**src/hdl/hpd_ctrl_defines.svh**
```systemverilog
/*
 * Geometry and field widths of the data-cache controller.
 * Included by the package and by the RTL files that size storage or slice addresses.
 */
`ifndef HPD_CTRL_DEFINES_SVH
`define HPD_CTRL_DEFINES_SVH

// Base geometry
`define HPD_ADDR_W          32
`define HPD_WORD_W          64
`define HPD_WORDS_PER_LINE  2
`define HPD_SETS            16
`define HPD_WAYS            2
`define HPD_TID_W           4

// Derived widths
`define HPD_BYTES_PER_WORD  (`HPD_WORD_W / 8)
`define HPD_OFFSET_W        ($clog2(`HPD_BYTES_PER_WORD))
`define HPD_WORD_IDX_W      ($clog2(`HPD_WORDS_PER_LINE))
`define HPD_SET_W           ($clog2(`HPD_SETS))
`define HPD_TAG_W           (`HPD_ADDR_W - `HPD_SET_W - `HPD_WORD_IDX_W - `HPD_OFFSET_W)

// Line number is the tag followed by the set index
`define HPD_NLINE_W         (`HPD_TAG_W + `HPD_SET_W)
`define HPD_LINE_W          (`HPD_WORD_W * `HPD_WORDS_PER_LINE)

`endif

```
**src/hdl/hpd_ctrl_pkg.sv**
```systemverilog
/*
 * Types shared by the data-cache controller: request kind, address fields,
 * way vectors and data words. Imported by the RTL and by the testbench.
 */
`include "hpd_ctrl_defines.svh"

package hpd_ctrl_pkg;

    // Request kind
    typedef enum logic {
        HPD_OP_LOAD  = 1'b0,
        HPD_OP_STORE = 1'b1
    } hpd_op_e;

    // Address fields
    typedef logic [`HPD_TAG_W-1:0]      hpd_tag_t;
    typedef logic [`HPD_SET_W-1:0]      hpd_set_t;
    typedef logic [`HPD_WORD_IDX_W-1:0] hpd_word_idx_t;
    typedef logic [`HPD_NLINE_W-1:0]    hpd_nline_t;

    // Request bookkeeping
    typedef logic [`HPD_TID_W-1:0]      hpd_tid_t;

    // One bit per way, at most one set
    typedef logic [`HPD_WAYS-1:0]       hpd_way_vec_t;

    // Data
    typedef logic [`HPD_BYTES_PER_WORD-1:0] hpd_be_t;
    typedef logic [`HPD_LINE_W-1:0]         hpd_line_t;

    // A data word seen either whole or byte by byte
    typedef union packed {
        logic [`HPD_WORD_W-1:0]                 raw;
        logic [`HPD_BYTES_PER_WORD-1:0][7:0]    bytes;
    } hpd_word_u;

endpackage

```
**src/hdl/hpd_dir.sv**
```systemverilog
/*
 * Cache directory: valid bits and tags per way, one LRU bit per set.
 * The entries of the set read in stage 0 are registered and compared in
 * stage 1. Refills go to the LRU way, which is exported for the data array.
 */
`timescale 1ns/1ps
`include "hpd_ctrl_defines.svh"

module hpd_dir
    import hpd_ctrl_pkg::*;
(
    input  logic         clk_i,
    input  logic         rst_ni,

    // Stage 0 read, stage 1 compare
    input  logic         read_i,
    input  hpd_set_t     read_set_i,
    input  hpd_tag_t     match_tag_i,
    output hpd_way_vec_t hit_way_o,
    input  logic         lru_updt_i,

    // Refill
    input  logic         refill_i,
    input  hpd_set_t     refill_set_i,
    input  hpd_tag_t     refill_tag_i,
    output hpd_way_vec_t hit_way_q_o
);

    // Directory storage
    logic [`HPD_SETS-1:0][`HPD_WAYS-1:0] valid_q;
    hpd_tag_t                            tag_q [`HPD_SETS][`HPD_WAYS];
    // Index of the least recently used way, per set
    logic [`HPD_SETS-1:0]                lru_q;

    // Entries of the set read in stage 0
    hpd_way_vec_t rd_valid_q;
    hpd_tag_t     rd_tag_q [`HPD_WAYS];
    hpd_set_t     rd_set_q;

    hpd_way_vec_t victim_way;

    // Refill victim taken from the LRU bit of the target set
    assign victim_way  = hpd_way_vec_t'(1) << lru_q[refill_set_i];
    assign hit_way_q_o = victim_way;

    // Tag compare against the registered entries
    always_comb begin
        for (int w = 0; w < `HPD_WAYS; w++) begin
            hit_way_o[w] = rd_valid_q[w] & (rd_tag_q[w] == match_tag_i);
        end
    end

    always_ff @(posedge clk_i or negedge rst_ni) begin
        if (!rst_ni) begin
            valid_q    <= '0;
            lru_q      <= '0;
            rd_valid_q <= '0;
        end else begin
            if (read_i) begin
                rd_valid_q <= valid_q[read_set_i];
            end
            if (refill_i) begin
                valid_q[refill_set_i] <= valid_q[refill_set_i] | victim_way;
                // Freshly filled way becomes most recent
                lru_q[refill_set_i]   <= ~lru_q[refill_set_i];
            end
            if (lru_updt_i) begin
                // Hit in way 0 leaves way 1 as least recent, and vice versa
                lru_q[rd_set_q] <= hit_way_o[0];
            end
        end
    end

    always_ff @(posedge clk_i) begin
        if (read_i) begin
            rd_set_q <= read_set_i;
            for (int w = 0; w < `HPD_WAYS; w++) begin
                rd_tag_q[w] <= tag_q[read_set_i][w];
            end
        end
        if (refill_i) begin
            for (int w = 0; w < `HPD_WAYS; w++) begin
                if (victim_way[w]) begin
                    tag_q[refill_set_i][w] <= refill_tag_i;
                end
            end
        end
    end

endmodule

```
**config.mk**
```make
export PLATFORM = sky130hd
export DESIGN_NAME = hpd_dir
export DESIGN_NICKNAME = d
export VERILOG_FILES = /design/src/hdl/hpd_ctrl_pkg.sv /design/src/hdl/hpd_dir.sv
export VERILOG_INCLUDE_DIRS = /design/src /design/src/hdl
export SDC_FILE = /design/constraint.sdc
export NUM_CORES = 1
export LEC_CHECK = 0
export ABC_AREA = 1
export BUFFER_PORTS_ARGS = -buffer_cell sky130_fd_sc_hd__clkbuf_2
export CAP_MARGIN = 20
export CORE_UTILIZATION = 30
export CTS_BUF_LIST = sky130_fd_sc_hd__clkbuf_4
export DETAILED_ROUTE_END_ITERATION = 8
export PLACE_DENSITY = 0.51
export SETUP_SLACK_MARGIN = 0.02
export SLEW_MARGIN = 40
export SYNTH_ARGS = -nofsm -noshare
export SYNTH_HDL_FRONTEND = slang
export SYNTH_SLANG_ARGS = --single-unit
export TNS_END_PERCENT = 30
```
**constraint.sdc**
```tcl
create_clock -name clk_i -period 3 [get_ports clk_i]
set_clock_uncertainty 0.05 [all_clocks]
set_input_delay 0.3 -clock clk_i [delete_from_list [all_inputs] [get_ports clk_i]]
set_output_delay 0.3 -clock clk_i [all_outputs]
set_load 0.02 [all_outputs]
```
==> results.sh <==
export IMPL_core_rowCount=125
export IMPL_cp_cell_sequence="dlygate4sd3_1 -> clkbuf_2 -> nand2_1 -> dlygate4sd3_1 -> inv_2 -> nand2_1 -> nand2_2 -> inv_4 -> nand2_8 -> buf_12 -> clkbuf_4"
export IMPL_period_minus_slack_ns=2.899
export IMPL_grt_max_degree=113
export IMPL_routed_wirelength_um=112800
export IMPL_rsz0062_at_grt="yes"
export IMPL_initial_core_util_pct=30.38
export IMPL_vias_per_cell=5.057
export IMPL_grt_antenna_before_repair=9
export IMPL_grt_pass1_vias=23820
export IMPL_place_ws_ns=0.5172
export IMPL_dpl_hpwl_um=69700
export IMPL_max_slew_margin_pct=40.43
export IMPL_clk_latency_ns=1.12
export IMPL_drc=0
export IMPL_antenna_left=0
export IMPL_cts_root_buf="clkbuf_4"
export IMPL_final_setup_tns_ns=0
export IMPL_required_ns=2.65
export IMPL_die_y_um=345.5
export IMPL_core_um2=116500
export IMPL_yosysSeqAreaShare_pct=73.09
export IMPL_status="complete, no violations"
export IMPL_power_mw=26.40
export IMPL_rrSetupSlack_ns=0.23
export IMPL_cts_tree="yes"
export IMPL_postSynthAreaPerCell_um2=12.21
export IMPL_p_per_area_nw_per_um2=628.1
export IMPL_drv_cap=0
export IMPL_ys_seq_elements=870
export IMPL_cp_end_kind="output pin"
export IMPL_period_share_pct=96.64
export IMPL_clockBufferDepth=3
export IMPL_ir_drop_v=0.0003671
export IMPL_hold_worst_slack_ns=0.1202
export IMPL_critPathArrivalTime_ns=2.55
export IMPL_crit_fanout=11
export IMPL_leakage_nw=14.73
export IMPL_min_delay_worst_endpoint="tag_q[10][12]"
export IMPL_ys_warn_count=0
export IMPL_path_class="in2out"
export IMPL_maxSlewViolCount=0
export IMPL_areaGrowthSynthToFinish_pct=18.71
export IMPL_setup_slack_ns=0.1009
export IMPL_rr_endpoint="lru_q[11]"
export IMPL_instances_no_fill=4891
export IMPL_place_congestion=0.8958
export IMPL_hold_viol=0
export IMPL_timing_fmax_mhz=344.9
export IMPL_vias=24740
export IMPL_dr_pass1_iters=6
export IMPL_io_buffers=64
export IMPL_first_iter_violations=2394
export IMPL_cts_made_buffers=223
export IMPL_finish_utilization_pct=36.07
export IMPL_cts_sinks=870
export IMPL_hp_class="in2reg"
export IMPL_placed_cell_area_um2=38320
export IMPL_cpPeakStageDelay_ns=0.63
export IMPL_synth_nets=2961
export IMPL_grt_pass1_wl_um=164900
export IMPL_dp_cells=4415
export IMPL_die_area_um2=119400
export IMPL_fin_nets=3262
export IMPL_dieWidth_um=345.5
export IMPL_fin_area_um2=42030
export IMPL_critical_path_slowest_cell="dlygate4sd3_1"
export IMPL_synthDistinctLibCells=34
export IMPL_grt_remaining_overflow=0
export IMPL_min_path_cells=2
export IMPL_hold_path_startpoint="refill_tag_i[12]"
export IMPL_worst_pin_slew_ns=0.8935
export IMPL_reg2reg_from="rd_tag_q[0][6]"
export IMPL_path_clk_slew_ns=0.06
export IMPL_drive_above_1_share_pct=17.35
export IMPL_setup_viol=0
export IMPL_netlist_instances=2900
export IMPL_htree_levels=4
export IMPL_grt_total_usage_pct=18.74
export IMPL_io_pins=65
export IMPL_netlist_area_um2=35400
export IMPL_r2r_cells=10
export IMPL_post_drt_wl_per_cell_um=23.06
export IMPL_start_kind="input port"
-- cells in the mapped netlist, drive strengths merged --
cell type	instances	area share [%]
o211ai	86	1.8
o221ai	106	2.6
edfxtp	820	70
a31oi	2	0.035
inv	83	0.89
o21bai	1	0.021
a21boi	1	0.021
nor2	546	5.8
nand4	7	0.12
clkbuf	118	1.3
a22o	2	0.049
nand2	435	4.7
nor3	6	0.085
dfrtp	50	3.5
and3	1	0.018
nor3b	3	0.064
clkinv	1	0.011
xor2	8	0.20
or2	5	0.088
nand3	105	1.5
o21ai	394	5.6
xnor2	8	0.20
o22ai	46	0.81
a21oi	3	0.042
buf	63	1.0
-- how the worst max path moves through the flow --
stage / startpoint / slack, ns / endpoint / depth (start not counted)
floorplan: refill_set_i[0] / 0.23 / tag_q[10][24] / 12
global placement: refill_set_i[0] / 0.50 / tag_q[4][8] / 13
detailed placement: refill_set_i[0] / 0.52 / tag_q[12][13] / 13
CTS: lru_q[8] / 0.02 / hit_way_q_o[1] / 10
global route: refill_set_i[3] / 0.02 / hit_way_q_o[1] / 11
finish: refill_set_i[3] / 0.10 / hit_way_q_o[1] / 11
-- critical path: cells and delay by family --
kind                   cells  cell delay, ns
buffers and inverters      7            1.87
AND/OR/NAND/NOR            4            0.36
-- flip-flops by register name, indices dropped and copies added (netlist names) --
name        count
rd_tag_q       48
tag_q         768
lru_q          16
rd_set_q        4
valid_q        32
rd_valid_q      2
-- routing by layer --
metal	GRT usage (%)	up-vias	wire, µm
li1	-	11270	-
met1	27.74	12220	52680
met2	27.28	1099	48820
met3	3.851	147	8744
met4	5.913	4	2509
met5	0	-	31
-- report_power, final --
part	internal, mW	switching, mW	total (mW)
clock network	5.19	4.78	9.98
registers	13.7	0.277	14.0
logic	0.747	1.72	2.47
total	19.6	6.78	26.4
-- final cells by class --
class                      instances  area, µm²
tap                             1524       1907
clock buffer                     332       2492
sequential                       870      25870
timing repair buffer             256       2557
fill                           11410      74490
clock inverter                    53      289.0
multi-input combinational       1766       8558
antenna                            6      15.01
inverter                          84      332.8
-- cell usage in the layout, fill, tap and decap left out, drive strengths merged, types with 3 or more instances in the layout --
master and instances:
clkinv 44, buf 123, o221ai 106, a21oi 3
nand4 7, dfrtp 50, xor2 8, o21ai 394
or2 5, nand3 105, dlygate4sd3 80, clkbuf 385
nor3b 3, nand2 436, inv 91, nor2 546
diode 6, nor3 6, edfxtp 820, o22ai 46
xnor2 8, o211ai 86
-- logic make-up (layout without fill, tap and decap cells) --
family,Yosys count,after routing,synth area share [%]
flip-flops,870,870,73.09
other,0,6,0
XOR/XNOR,16,16,0.3959
buffers and inverters,265,725,3.160
AO/OA/AOI/OAI,641,641,11.00
AND/OR/NAND/NOR,1108,1109,12.36
-- repair_timing --
action	4_1_cts	5_1_grt
pin swaps	2	3
hold buffers	81	0
cloned	1	0
resized for setup	7	7
setup buffers	1	1
endpoints found under the setup margin	3	14
hold endpoints to repair	1029	0
Note: power is estimated with default switching activity, not from simulation.
