File: config.mk
export PLATFORM = sky130hd
export DESIGN_NAME = hpd_ctrl_pe
export DESIGN_NICKNAME = d
export VERILOG_FILES = /design/src/hdl/hpd_ctrl_pkg.sv /design/src/hdl/hpd_ctrl_pe.sv
export VERILOG_INCLUDE_DIRS = /design/src /design/src/hdl
export SDC_FILE = /design/constraint.sdc
export NUM_CORES = 1
export LEC_CHECK = 0
export ABC_AREA = 1
export BUFFER_PORTS_ARGS = -buffer_cell sky130_fd_sc_hd__buf_2
export CORE_AREA = 2 2 39 41
export DETAILED_ROUTE_END_ITERATION = 8
export DIE_AREA = 0 0 41 43
export PLACE_DENSITY = 0.4
export SETUP_SLACK_MARGIN = 0.3
export SYNTH_ARGS = -nofsm -noshare
export SYNTH_HDL_FRONTEND = slang
export SYNTH_SLANG_ARGS = --single-unit
File: constraint.sdc
create_clock -name vclk -period 0.8
set_input_delay 0.04 -clock vclk [all_inputs]
set_output_delay 0.04 -clock vclk [all_outputs]
set_load 0.1 [all_outputs]
File: src/hdl/hpd_ctrl_defines.svh
/*
 * Geometry and field widths of the data-cache controller.
 * Included by the package and by the RTL files that size storage or slice addresses.
 */
`ifndef HPD_CTRL_DEFINES_SVH
`define HPD_CTRL_DEFINES_SVH

// Base geometry
`define HPD_ADDR_W          32
`define HPD_WORD_W          64
`define HPD_WORDS_PER_LINE  2
`define HPD_SETS            16
`define HPD_WAYS            2
`define HPD_TID_W           4

// Derived widths
`define HPD_BYTES_PER_WORD  (`HPD_WORD_W / 8)
`define HPD_OFFSET_W        ($clog2(`HPD_BYTES_PER_WORD))
`define HPD_WORD_IDX_W      ($clog2(`HPD_WORDS_PER_LINE))
`define HPD_SET_W           ($clog2(`HPD_SETS))
`define HPD_TAG_W           (`HPD_ADDR_W - `HPD_SET_W - `HPD_WORD_IDX_W - `HPD_OFFSET_W)

// Line number is the tag followed by the set index
`define HPD_NLINE_W         (`HPD_TAG_W + `HPD_SET_W)
`define HPD_LINE_W          (`HPD_WORD_W * `HPD_WORDS_PER_LINE)

`endif

File: src/hdl/hpd_ctrl_pkg.sv
/*
 * Types shared by the data-cache controller: request kind, address fields,
 * way vectors and data words. Imported by the RTL and by the testbench.
 */
`include "hpd_ctrl_defines.svh"

package hpd_ctrl_pkg;

    // Request kind
    typedef enum logic {
        HPD_OP_LOAD  = 1'b0,
        HPD_OP_STORE = 1'b1
    } hpd_op_e;

    // Address fields
    typedef logic [`HPD_TAG_W-1:0]      hpd_tag_t;
    typedef logic [`HPD_SET_W-1:0]      hpd_set_t;
    typedef logic [`HPD_WORD_IDX_W-1:0] hpd_word_idx_t;
    typedef logic [`HPD_NLINE_W-1:0]    hpd_nline_t;

    // Request bookkeeping
    typedef logic [`HPD_TID_W-1:0]      hpd_tid_t;

    // One bit per way, at most one set
    typedef logic [`HPD_WAYS-1:0]       hpd_way_vec_t;

    // Data
    typedef logic [`HPD_BYTES_PER_WORD-1:0] hpd_be_t;
    typedef logic [`HPD_LINE_W-1:0]         hpd_line_t;

    // A data word seen either whole or byte by byte
    typedef union packed {
        logic [`HPD_WORD_W-1:0]                 raw;
        logic [`HPD_BYTES_PER_WORD-1:0][7:0]    bytes;
    } hpd_word_u;

endpackage

File: src/hdl/hpd_ctrl_pe.sv
/*
 * Protocol engine of the cache controller, purely combinational.
 * Applies the stage-0 stall rules and array reads, and turns the stage-1
 * hit and op into a store, an LRU update, a response or a miss.
 */
`timescale 1ns/1ps

module hpd_ctrl_pe
    import hpd_ctrl_pkg::*;
(
    // Stage 0 arbitration
    input  logic    core_valid_i,
    input  logic    core_gnt_i,
    input  logic    refill_valid_i,
    input  logic    refill_gnt_i,
    output logic    core_ready_o,
    output logic    refill_ready_o,
    output logic    arb_ready_o,

    // Stage 1
    input  logic    st1_valid_i,
    input  hpd_op_e st1_op_i,
    input  logic    st1_hit_i,
    input  logic    cfg_enable_i,
    output logic    st1_valid_o,
    output logic    dir_read_o,
    output logic    data_read_o,
    output logic    dir_lru_updt_o,
    output logic    data_write_o,
    output logic    rsp_valid_o,
    output logic    miss_o,
    output logic    refill_write_o
);

    logic st1_is_store;
    logic st1_cached_hit;
    logic core_take;
    logic refill_take;

    assign st1_is_store = st1_valid_i & (st1_op_i == HPD_OP_STORE);

    // A store in stage 1 writes at the next edge, so hold stage 0 one cycle
    assign core_ready_o = core_gnt_i & ~st1_is_store;
    assign core_take    = core_valid_i & core_ready_o;

    // Refills wait for an empty stage 1 and a free stage-0 slot
    assign refill_ready_o = refill_valid_i & refill_gnt_i & ~st1_valid_i & ~core_take;
    assign refill_take    = refill_valid_i & refill_ready_o;

    // Token moves on a consumed grant or on a grant nobody uses
    assign arb_ready_o = (core_gnt_i   & core_take)       |
                         (refill_gnt_i & refill_take)     |
                         (core_gnt_i   & ~core_valid_i)   |
                         (refill_gnt_i & ~refill_valid_i);

    // Stage 0 array reads, none with the cache off
    assign dir_read_o  = core_take & cfg_enable_i;
    assign data_read_o = core_take & cfg_enable_i;

    // Stage 1 always drains in one cycle
    assign st1_valid_o = core_take;

    // Disabled cache forces the miss path
    assign st1_cached_hit = st1_valid_i & st1_hit_i & cfg_enable_i;

    assign rsp_valid_o    = st1_cached_hit & (st1_op_i == HPD_OP_LOAD);
    assign data_write_o   = st1_cached_hit & (st1_op_i == HPD_OP_STORE);
    assign dir_lru_updt_o = st1_cached_hit;
    assign miss_o         = st1_valid_i & ~st1_cached_hit;

    // Refill still accepted when disabled so the miss handler drains
    assign refill_write_o = refill_take & cfg_enable_i;

endmodule

==> impl_metrics.ini, run 1 <==
[outcome]
outcome = completed

[timing]
max_clock_freq_mhz = 1300
final-hold-violation-count = 0
finalMaxSlewViolations = 0
min_period_over_period = 0.962
slew-limit-headroom = 0.809
worst_pin_slew_ns = 0.285
rsz0062_at_grt = yes
period_minus_slack_ns = 0.769
setup_violations = 0
hold_ws_ns = 0.471

[floorplan]
floorplan.initialDensity = 0.0814
fp.dieH_um = 43
ios = 19
die_area_sq_um = 1760
die_x_um = 41
rows = 14
core_area_sq_um = 1380

[layout]
layout_commonest_cell = buf_12
nClkBuffers = 0
seq_cell_count = 0
most-common-layout-cells = buf_12, nor2_4, clkinvlp_4
syn2layout_area_growth_pct = 443
regArea_sq_um = 0
fin_cells = 62
layout.nets = 56
drive_gt1_frac = 0.870
antenna_cells = 0
design_area_sq_um = 612
utilization = 0.442

[grt]
grt_max_degree = 6
grt_util_met3 = 0.00524
grt_pass1_wl_mm = 1.01
overflow = 0
gr-usage-met2 = 0.153
antenna_found_initial = 0
grt_pass1_vias = 255
grt-busiest-layer = met2
use_met1 = 0.0886
track_usage = 0.0779

[route]
via_per_inst = 3.61
via_count = 224
drtIter0Drc = 0
detail-route-antenna-nets = 0
drc = 0
drt-total-wl_um = 559
wl_per_cell_um = 9.02
dr.pass1.iters = 1

[critical_path]
max_stage_delay_ns = 0.18
critPathLaunchType = input pin
crit_family = buffers and inverters
crit_arrival_ns = 0.73
crit_chain = buf_12, buf_6, nor2_4, nand2_4, nor2_4, buf_12
required_ns = 0.76
startpoint = st1_valid_i
path_buf_inv = 3
worstSetupPathType = input pin to output pin
critPathMaxFanout = 5
worstSetupEndpointType = output pin
crit_slowest_cell = buf_12

[synthesis]
yosys_warnings = 0
avgSynthCellArea_sq_um = 4.69
syn-num-nets = 32
synthDistinctLibCells = 9
yosys-top-cells-area = inv_1, nor2_1, nand2_1
synth_cells = 24
synth_area_leader_cell = inv_1
synth_area_sq_um = 113
synth_top_cell_area_share = 0.267
ys_seq_area_frac = 0

[power]
p_leak_nw = 0.241
p_per_area_nw_per_um2 = 785
peakVddDrop_uv = 522

[worst_hold_path]
hold_path.class = input pin to output pin
hold_start = st1_op_i

[placement]
hpwl_um = 493
io_buffers = 19
placed_cells = 60
placed_cell_area_sq_um = 528
gp_congestion = 0.591

[flow_run]
timing.max_cap.violations = 0
[where the power goes]
| part | internal, mW | switching (mW) |
|---|---|---|
| sequential | 0 | 0 |
| combinational | 0.187 | 0.293 |
| clock | 0 | 0 |
[through the flow]
stage	total power, mW	setup WS (ns)	setup TNS, ns
floorplan	0.265	-0.753	-1.64
CTS	0.484	0.0151	0
global route	0.498	0.0102	0
global placement	0.441	-0.0613	-0.220
detailed placement	0.442	-0.0744	-0.269
finish	0.480	0.0306	0
[tightest hold or removal path, stage by stage]
cell	delay, ns
buf_8	0.09
buf_4	0.11
nor2_4	0.04
buf_12	0.15
[cell usage after synthesis]
| library cell | instances |
|---|---|
| inv_1 | 8 |
| nor2_1 | 5 |
| nand2_1 | 4 |
| nand2_2 | 2 |
| buf_4 | 1 |
| nand3_1 | 1 |
| nand3_2 | 1 |
| nor2_2 | 1 |
| o211ai_1 | 1 |
[logic make-up after synthesis]
| logic type | Yosys count | synth area share |
|---|---|---|
| AO/OA/AOI/OAI | 1 | 0.0667 |
| AND/OR/NAND/NOR | 14 | 0.600 |
| buffers and inverters | 9 | 0.333 |
[cell type report]
cell class | count | area [sq um]
fillers | 128 | 772
repair buffers | 23 | 359
multi-input cells | 15 | 180
inverters | 8 | 52.6
well taps | 16 | 20.0
[worst paths after layout]
check	endpoint	depth (start not counted)
max	refill_write_o	6
min	rsp_valid_o	4
[routing by layer]
layer	vias to the layer above	wire [um]
li1	111	-
met1	99	168
met2	14	333
met3	0	57
met4	0	0
met5	-	0
[repair_timing]
item	in CTS	in global routing
hold buffers	0	0
resized for setup	15	0
endpoints found under the hold margin	0	0
setup buffers	2	0
pin swaps	10	3
endpoints found under the setup margin	11	11
(Power assumes the default switching activity.)
==> run 2: changes to the inputs <==
CELL_PAD_IN_SITES_DETAIL_PLACEMENT = 0   (was unset)
CELL_PAD_IN_SITES_GLOBAL_PLACEMENT = 1   (was unset)
GPL_TIMING_DRIVEN = 0   (was unset)
PLACE_DENSITY = 0.6   (was 0.4)
==> run 2 against run 1 <==
Net effect:
- worst hold slack lost 0.018 ns
- fmax about the same
- first-iteration DRC count did not move
- via count down 0.45%
- final cell count is 1.6% higher
- global-route usage is 1.7 points lower
- core utilization grew 0.99 points
- critical endpoint is now dir_read_o
- largest power group unchanged
- highest routed layer unchanged
==> impl_metrics.ini, run 2 (synthesized netlist as in run 1, its figures left out) <==
[grt]
track_usage = 0.0609
overflow = 0
antenna_found_initial = 0
grt_pass1_vias = 198
grt_max_degree = 6
grt_pass1_wl_um = 779

[layout]
design_area_sq_um = 626
nClkBuffers = 0
utilization = 0.452
fin_cells = 63
layout.nets = 57
drive_gt1_frac = 0.894
most-common-layout-cells = buf_12, nor2_4, buf_6, clkinvlp_4, buf_8
syn2layout_area_growth_pct = 456
fillers = 122
layout_commonest_cell = buf_12
seq_cell_count = 0
antenna_cells = 0
regArea_sq_um = 0

[worst_hold_path]
hold_start = st1_op_i
hold_path.class = input pin to output pin
hold_path_end = rsp_valid_o
holdPathStages = 4

[placement]
io_buffers = 19
dp_slack_ns = -0.320
hpwl_um = 383
placed_cell_area_sq_um = 355
placed_cells = 59
gp_congestion = 0.565

[timing]
setup_violations = 0
finalMaxSlewViolations = 0
fin_ws_ns = 0.0302
hold_ws_ns = 0.453
period_minus_slack_ns = 0.770
slew-limit-headroom = 0.867
rsz0062_at_grt = yes
min_period_over_period = 0.962
final-hold-violation-count = 0
max_clock_freq_mhz = 1300
worst_pin_slew_ns = 0.198

[power]
p_per_area_nw_per_um2 = 772
p_leak_nw = 0.244
power.share.sequential = 0
swShare = 0.604
internal_power_mw = 0.191
pwr-share-comb = 1.000
net-switching-power_mw = 0.292
peakVddDrop_uv = 403
pwr-share-clk = 0

[floorplan]
rows = 14
floorplan.initialDensity = 0.0814
ios = 19
die_x_um = 41
fp.dieH_um = 43
core_area_sq_um = 1380
die_area_sq_um = 1760

[critical_path]
required_ns = 0.76
critPathMaxFanout = 5
critPathLaunchType = input pin
crit_arrival_ns = 0.73
worstSetupPathType = input pin to output pin
worstSetupEndpointType = output pin
startpoint = st1_valid_i

[route]
detail-route-antenna-nets = 0
drc = 0
via_per_inst = 3.54
dr.pass1.iters = 1
via_count = 223
drtIter0Drc = 0
drt-total-wl_um = 590
wl_per_cell_um = 9.37

[clock_tree]
postCtsHoldBufs = 0

[flow_run]
timing.max_cap.violations = 0

[outcome]
outcome = completed
## run 2: cell types whose count changed in the layout (fill, tap and decap cells not counted), sizes merged
cell / previous run / this run
buf: 23 / 24
## run 2: how the worst max path moves through the flow
stage | to | cells after the start
2_1_floorplan | arb_ready_o | 2
3_3_place_gp | dir_read_o | 6
3_5_place_dp | dir_read_o | 6
4_1_cts | dir_read_o | 6
5_1_grt | dir_read_o | 6
6_report | dir_read_o | 6
## run 2: timing repair
action,CTS,global route
endpoints found under the setup margin,11,11
setup buffers,2,2
hold endpoints to repair,0,0
pin swaps,6,7
resized for setup,54,12
## run 2: stage by stage
step                      setup TNS (ns)  power [mW]
after global placement             -2.28       0.341
final                                  0       0.483
after global routing             -0.0117       0.498
after CTS                              0       0.453
after floorplan                    -1.64       0.265
after detailed placement           -2.30       0.342
## run 2: layer usage
layer	global-route usage	vias to the layer above	wire length, um
li1	-	115	-
met1	0.0728	96	202
met2	0.113	12	335
met3	0.0105	0	53
met4	0	0	0
met5	0	-	0
## run 2: cell type report
class,count,area (sq um),area share
multi-input cells,15,180,0.288
repair buffers,23,362,0.578
well taps,16,20.0,0.0320
plain buffers,1,11.3,0.0180
inverters,8,52.6,0.0840
## run 2: worst max-delay path, cell delays in order
cell and delay, ns:
buf_12 0.12, nand2_8 0.06, nand3_4 0.09, nor2_4 0.14, buf_6 0.12, buf_12 0.16
## run 2: power by group through the flow
stage / logic, mW / registers, mW / clock network (mW)
2_1_floorplan: 0.265 / 0 / 0
3_3_place_gp: 0.341 / 0 / 0
3_5_place_dp: 0.342 / 0 / 0
4_1_cts: 0.453 / 0 / 0
5_1_grt: 0.498 / 0 / 0
6_report: 0.483 / 0 / 0
==> run 3: changes to the inputs <==
PLACE_DENSITY = unset   (was 0.6)
PLACE_DENSITY_LB_ADDON = 0.1   (was unset)
SKIP_LAST_GASP = 1   (was unset)
==> run 3 against run 2 <==
Net effect:
- fmax increased by 0.95%
- clock-buffer cell count unchanged
- design area decreased by 9.2%
- wire length decreased by 14%
- critical path type unchanged
==> impl_metrics.ini, run 3 (synthesized netlist as in run 1, its figures left out) <==
[outcome]
outcome = completed

[power]
internal_power_mw = 0.165
power.share.sequential = 0
peakVddDrop_uv = 366
net-switching-power_mw = 0.287
p_per_area_nw_per_um2 = 795
pwr-share-clk = 0
p_leak_nw = 0.223
pwr-share-comb = 1.000
total_power_mw = 0.452
swShare = 0.635

[floorplan]
die_x_um = 41
die_area_sq_um = 1760
ios = 19
rows = 14
fp.dieH_um = 43
core_area_sq_um = 1380
floorplan.initialDensity = 0.0814

[layout]
layout.nets = 55
regArea_sq_um = 0
antenna_cells = 0
most-common-layout-cells = buf_12, nor2_4, buf_6, clkinvlp_4
utilization = 0.410
syn2layout_area_growth_pct = 404
nClkBuffers = 0
drive_gt1_frac = 0.867
layout_commonest_cell = buf_12
seq_cell_count = 0
design_area_sq_um = 568

[timing]
max_clock_freq_mhz = 1310
worst_pin_slew_ns = 0.193
fin_ws_ns = 0.0374
setup_violations = 0
slew-limit-headroom = 0.871
rsz0062_at_grt = yes
period_minus_slack_ns = 0.763
finalMaxSlewViolations = 0
final-hold-violation-count = 0
finalSetupTns_ns = 0
min_period_over_period = 0.953

[route]
drt-total-wl_um = 509
via_count = 214
detail-route-antenna-nets = 0
drc = 0
wl_per_cell_um = 8.34
via_per_inst = 3.51
drtIter0Drc = 2
dr.pass1.iters = 2

[grt]
grt_max_degree = 6
track_usage = 0.0629
grt_pass1_wl_um = 814
grt_pass1_vias = 217
antenna_found_initial = 0
overflow = 0

[worst_hold_path]
hold_path.class = input pin to output pin

[placement]
dp_slack_ns = -0.330
gp_congestion = 0.535
placed_cell_area_sq_um = 355
io_buffers = 19

[critical_path]
crit_arrival_ns = 0.72
critPathMaxFanout = 5
required_ns = 0.76
crit_chain = buf_12, nand2_8, nand3_4, nor2_4, buf_6, buf_12
crit_slowest_cell = buf_12
max_stage_delay_ns = 0.16
worst_path_most_repeated_cell = buf_12
worstSetupEndpointType = output pin
worstSetupPathType = input pin to output pin
critPathLaunchType = input pin

[clock_tree]
postCtsHoldBufs = 0

[flow_run]
timing.max_cap.violations = 0
## run 3: changes by cell type in the layout (fill, tap and decap cells not counted)
cell,change
buf_4,+1
inv_1,+1
buf_2,+1
buf_8,-2
buf_12,-2
inv_2,-1
## run 3: area by class of cell
cell class                      instances  area, sq um
Fill cell                             140          816
Buffer                                  1         11.3
Timing Repair Buffer                   21          304
Inverter                                8         52.6
Tap cell                               16         20.0
Multi-Input combinational cell         15          180
## run 3: critical path: cells and delay by family
family        cells  cell delay (ns)
buf+inv           3             0.39
simple gates      3             0.29
## run 3: worst paths after layout
path	start	endpoint	slack, ns	depth (start not counted)
worst max-delay path	st1_valid_i	dir_read_o	0.04	6
worst min-delay path	st1_op_i	rsp_valid_o	0.37	3
## run 3: routing by layer
layer | global-route usage | up-vias | wire (um)
li1 | - | 111 | -
met1 | 0.0570 | 92 | 163
met2 | 0.141 | 11 | 314
met3 | 0 | 0 | 30
met4 | 0 | 0 | 0
met5 | 0 | - | 0
## run 3: power by group through the flow
stage	clock network (mW)	registers, mW	logic [mW]
2_1_floorplan	0	0	0.265
3_3_place_gp	0	0	0.340
3_5_place_dp	0	0	0.343
4_1_cts	0	0	0.450
5_1_grt	0	0	0.469
6_report	0	0	0.452
## run 3: metrics by stage
step / hold slack, ns / std cells
4_1_cts: 0.373 / 61
5_1_grt: 0.377 / 61
6_report: 0.370 / 61
2_1_floorplan: 0.182 / 24
3_5_place_dp: 0.582 / 59
3_3_place_gp: 0.571 / 59
## run 3: repair_timing
| action | 4_1_cts | 5_1_grt |
|---|---|---|
| buffers inserted | 2 | 0 |
| gates resized for setup | 52 | 3 |
| setup endpoints to repair | 11 | 11 |
| pin swaps | 7 | 3 |
| hold endpoints to repair | 0 | 0 |
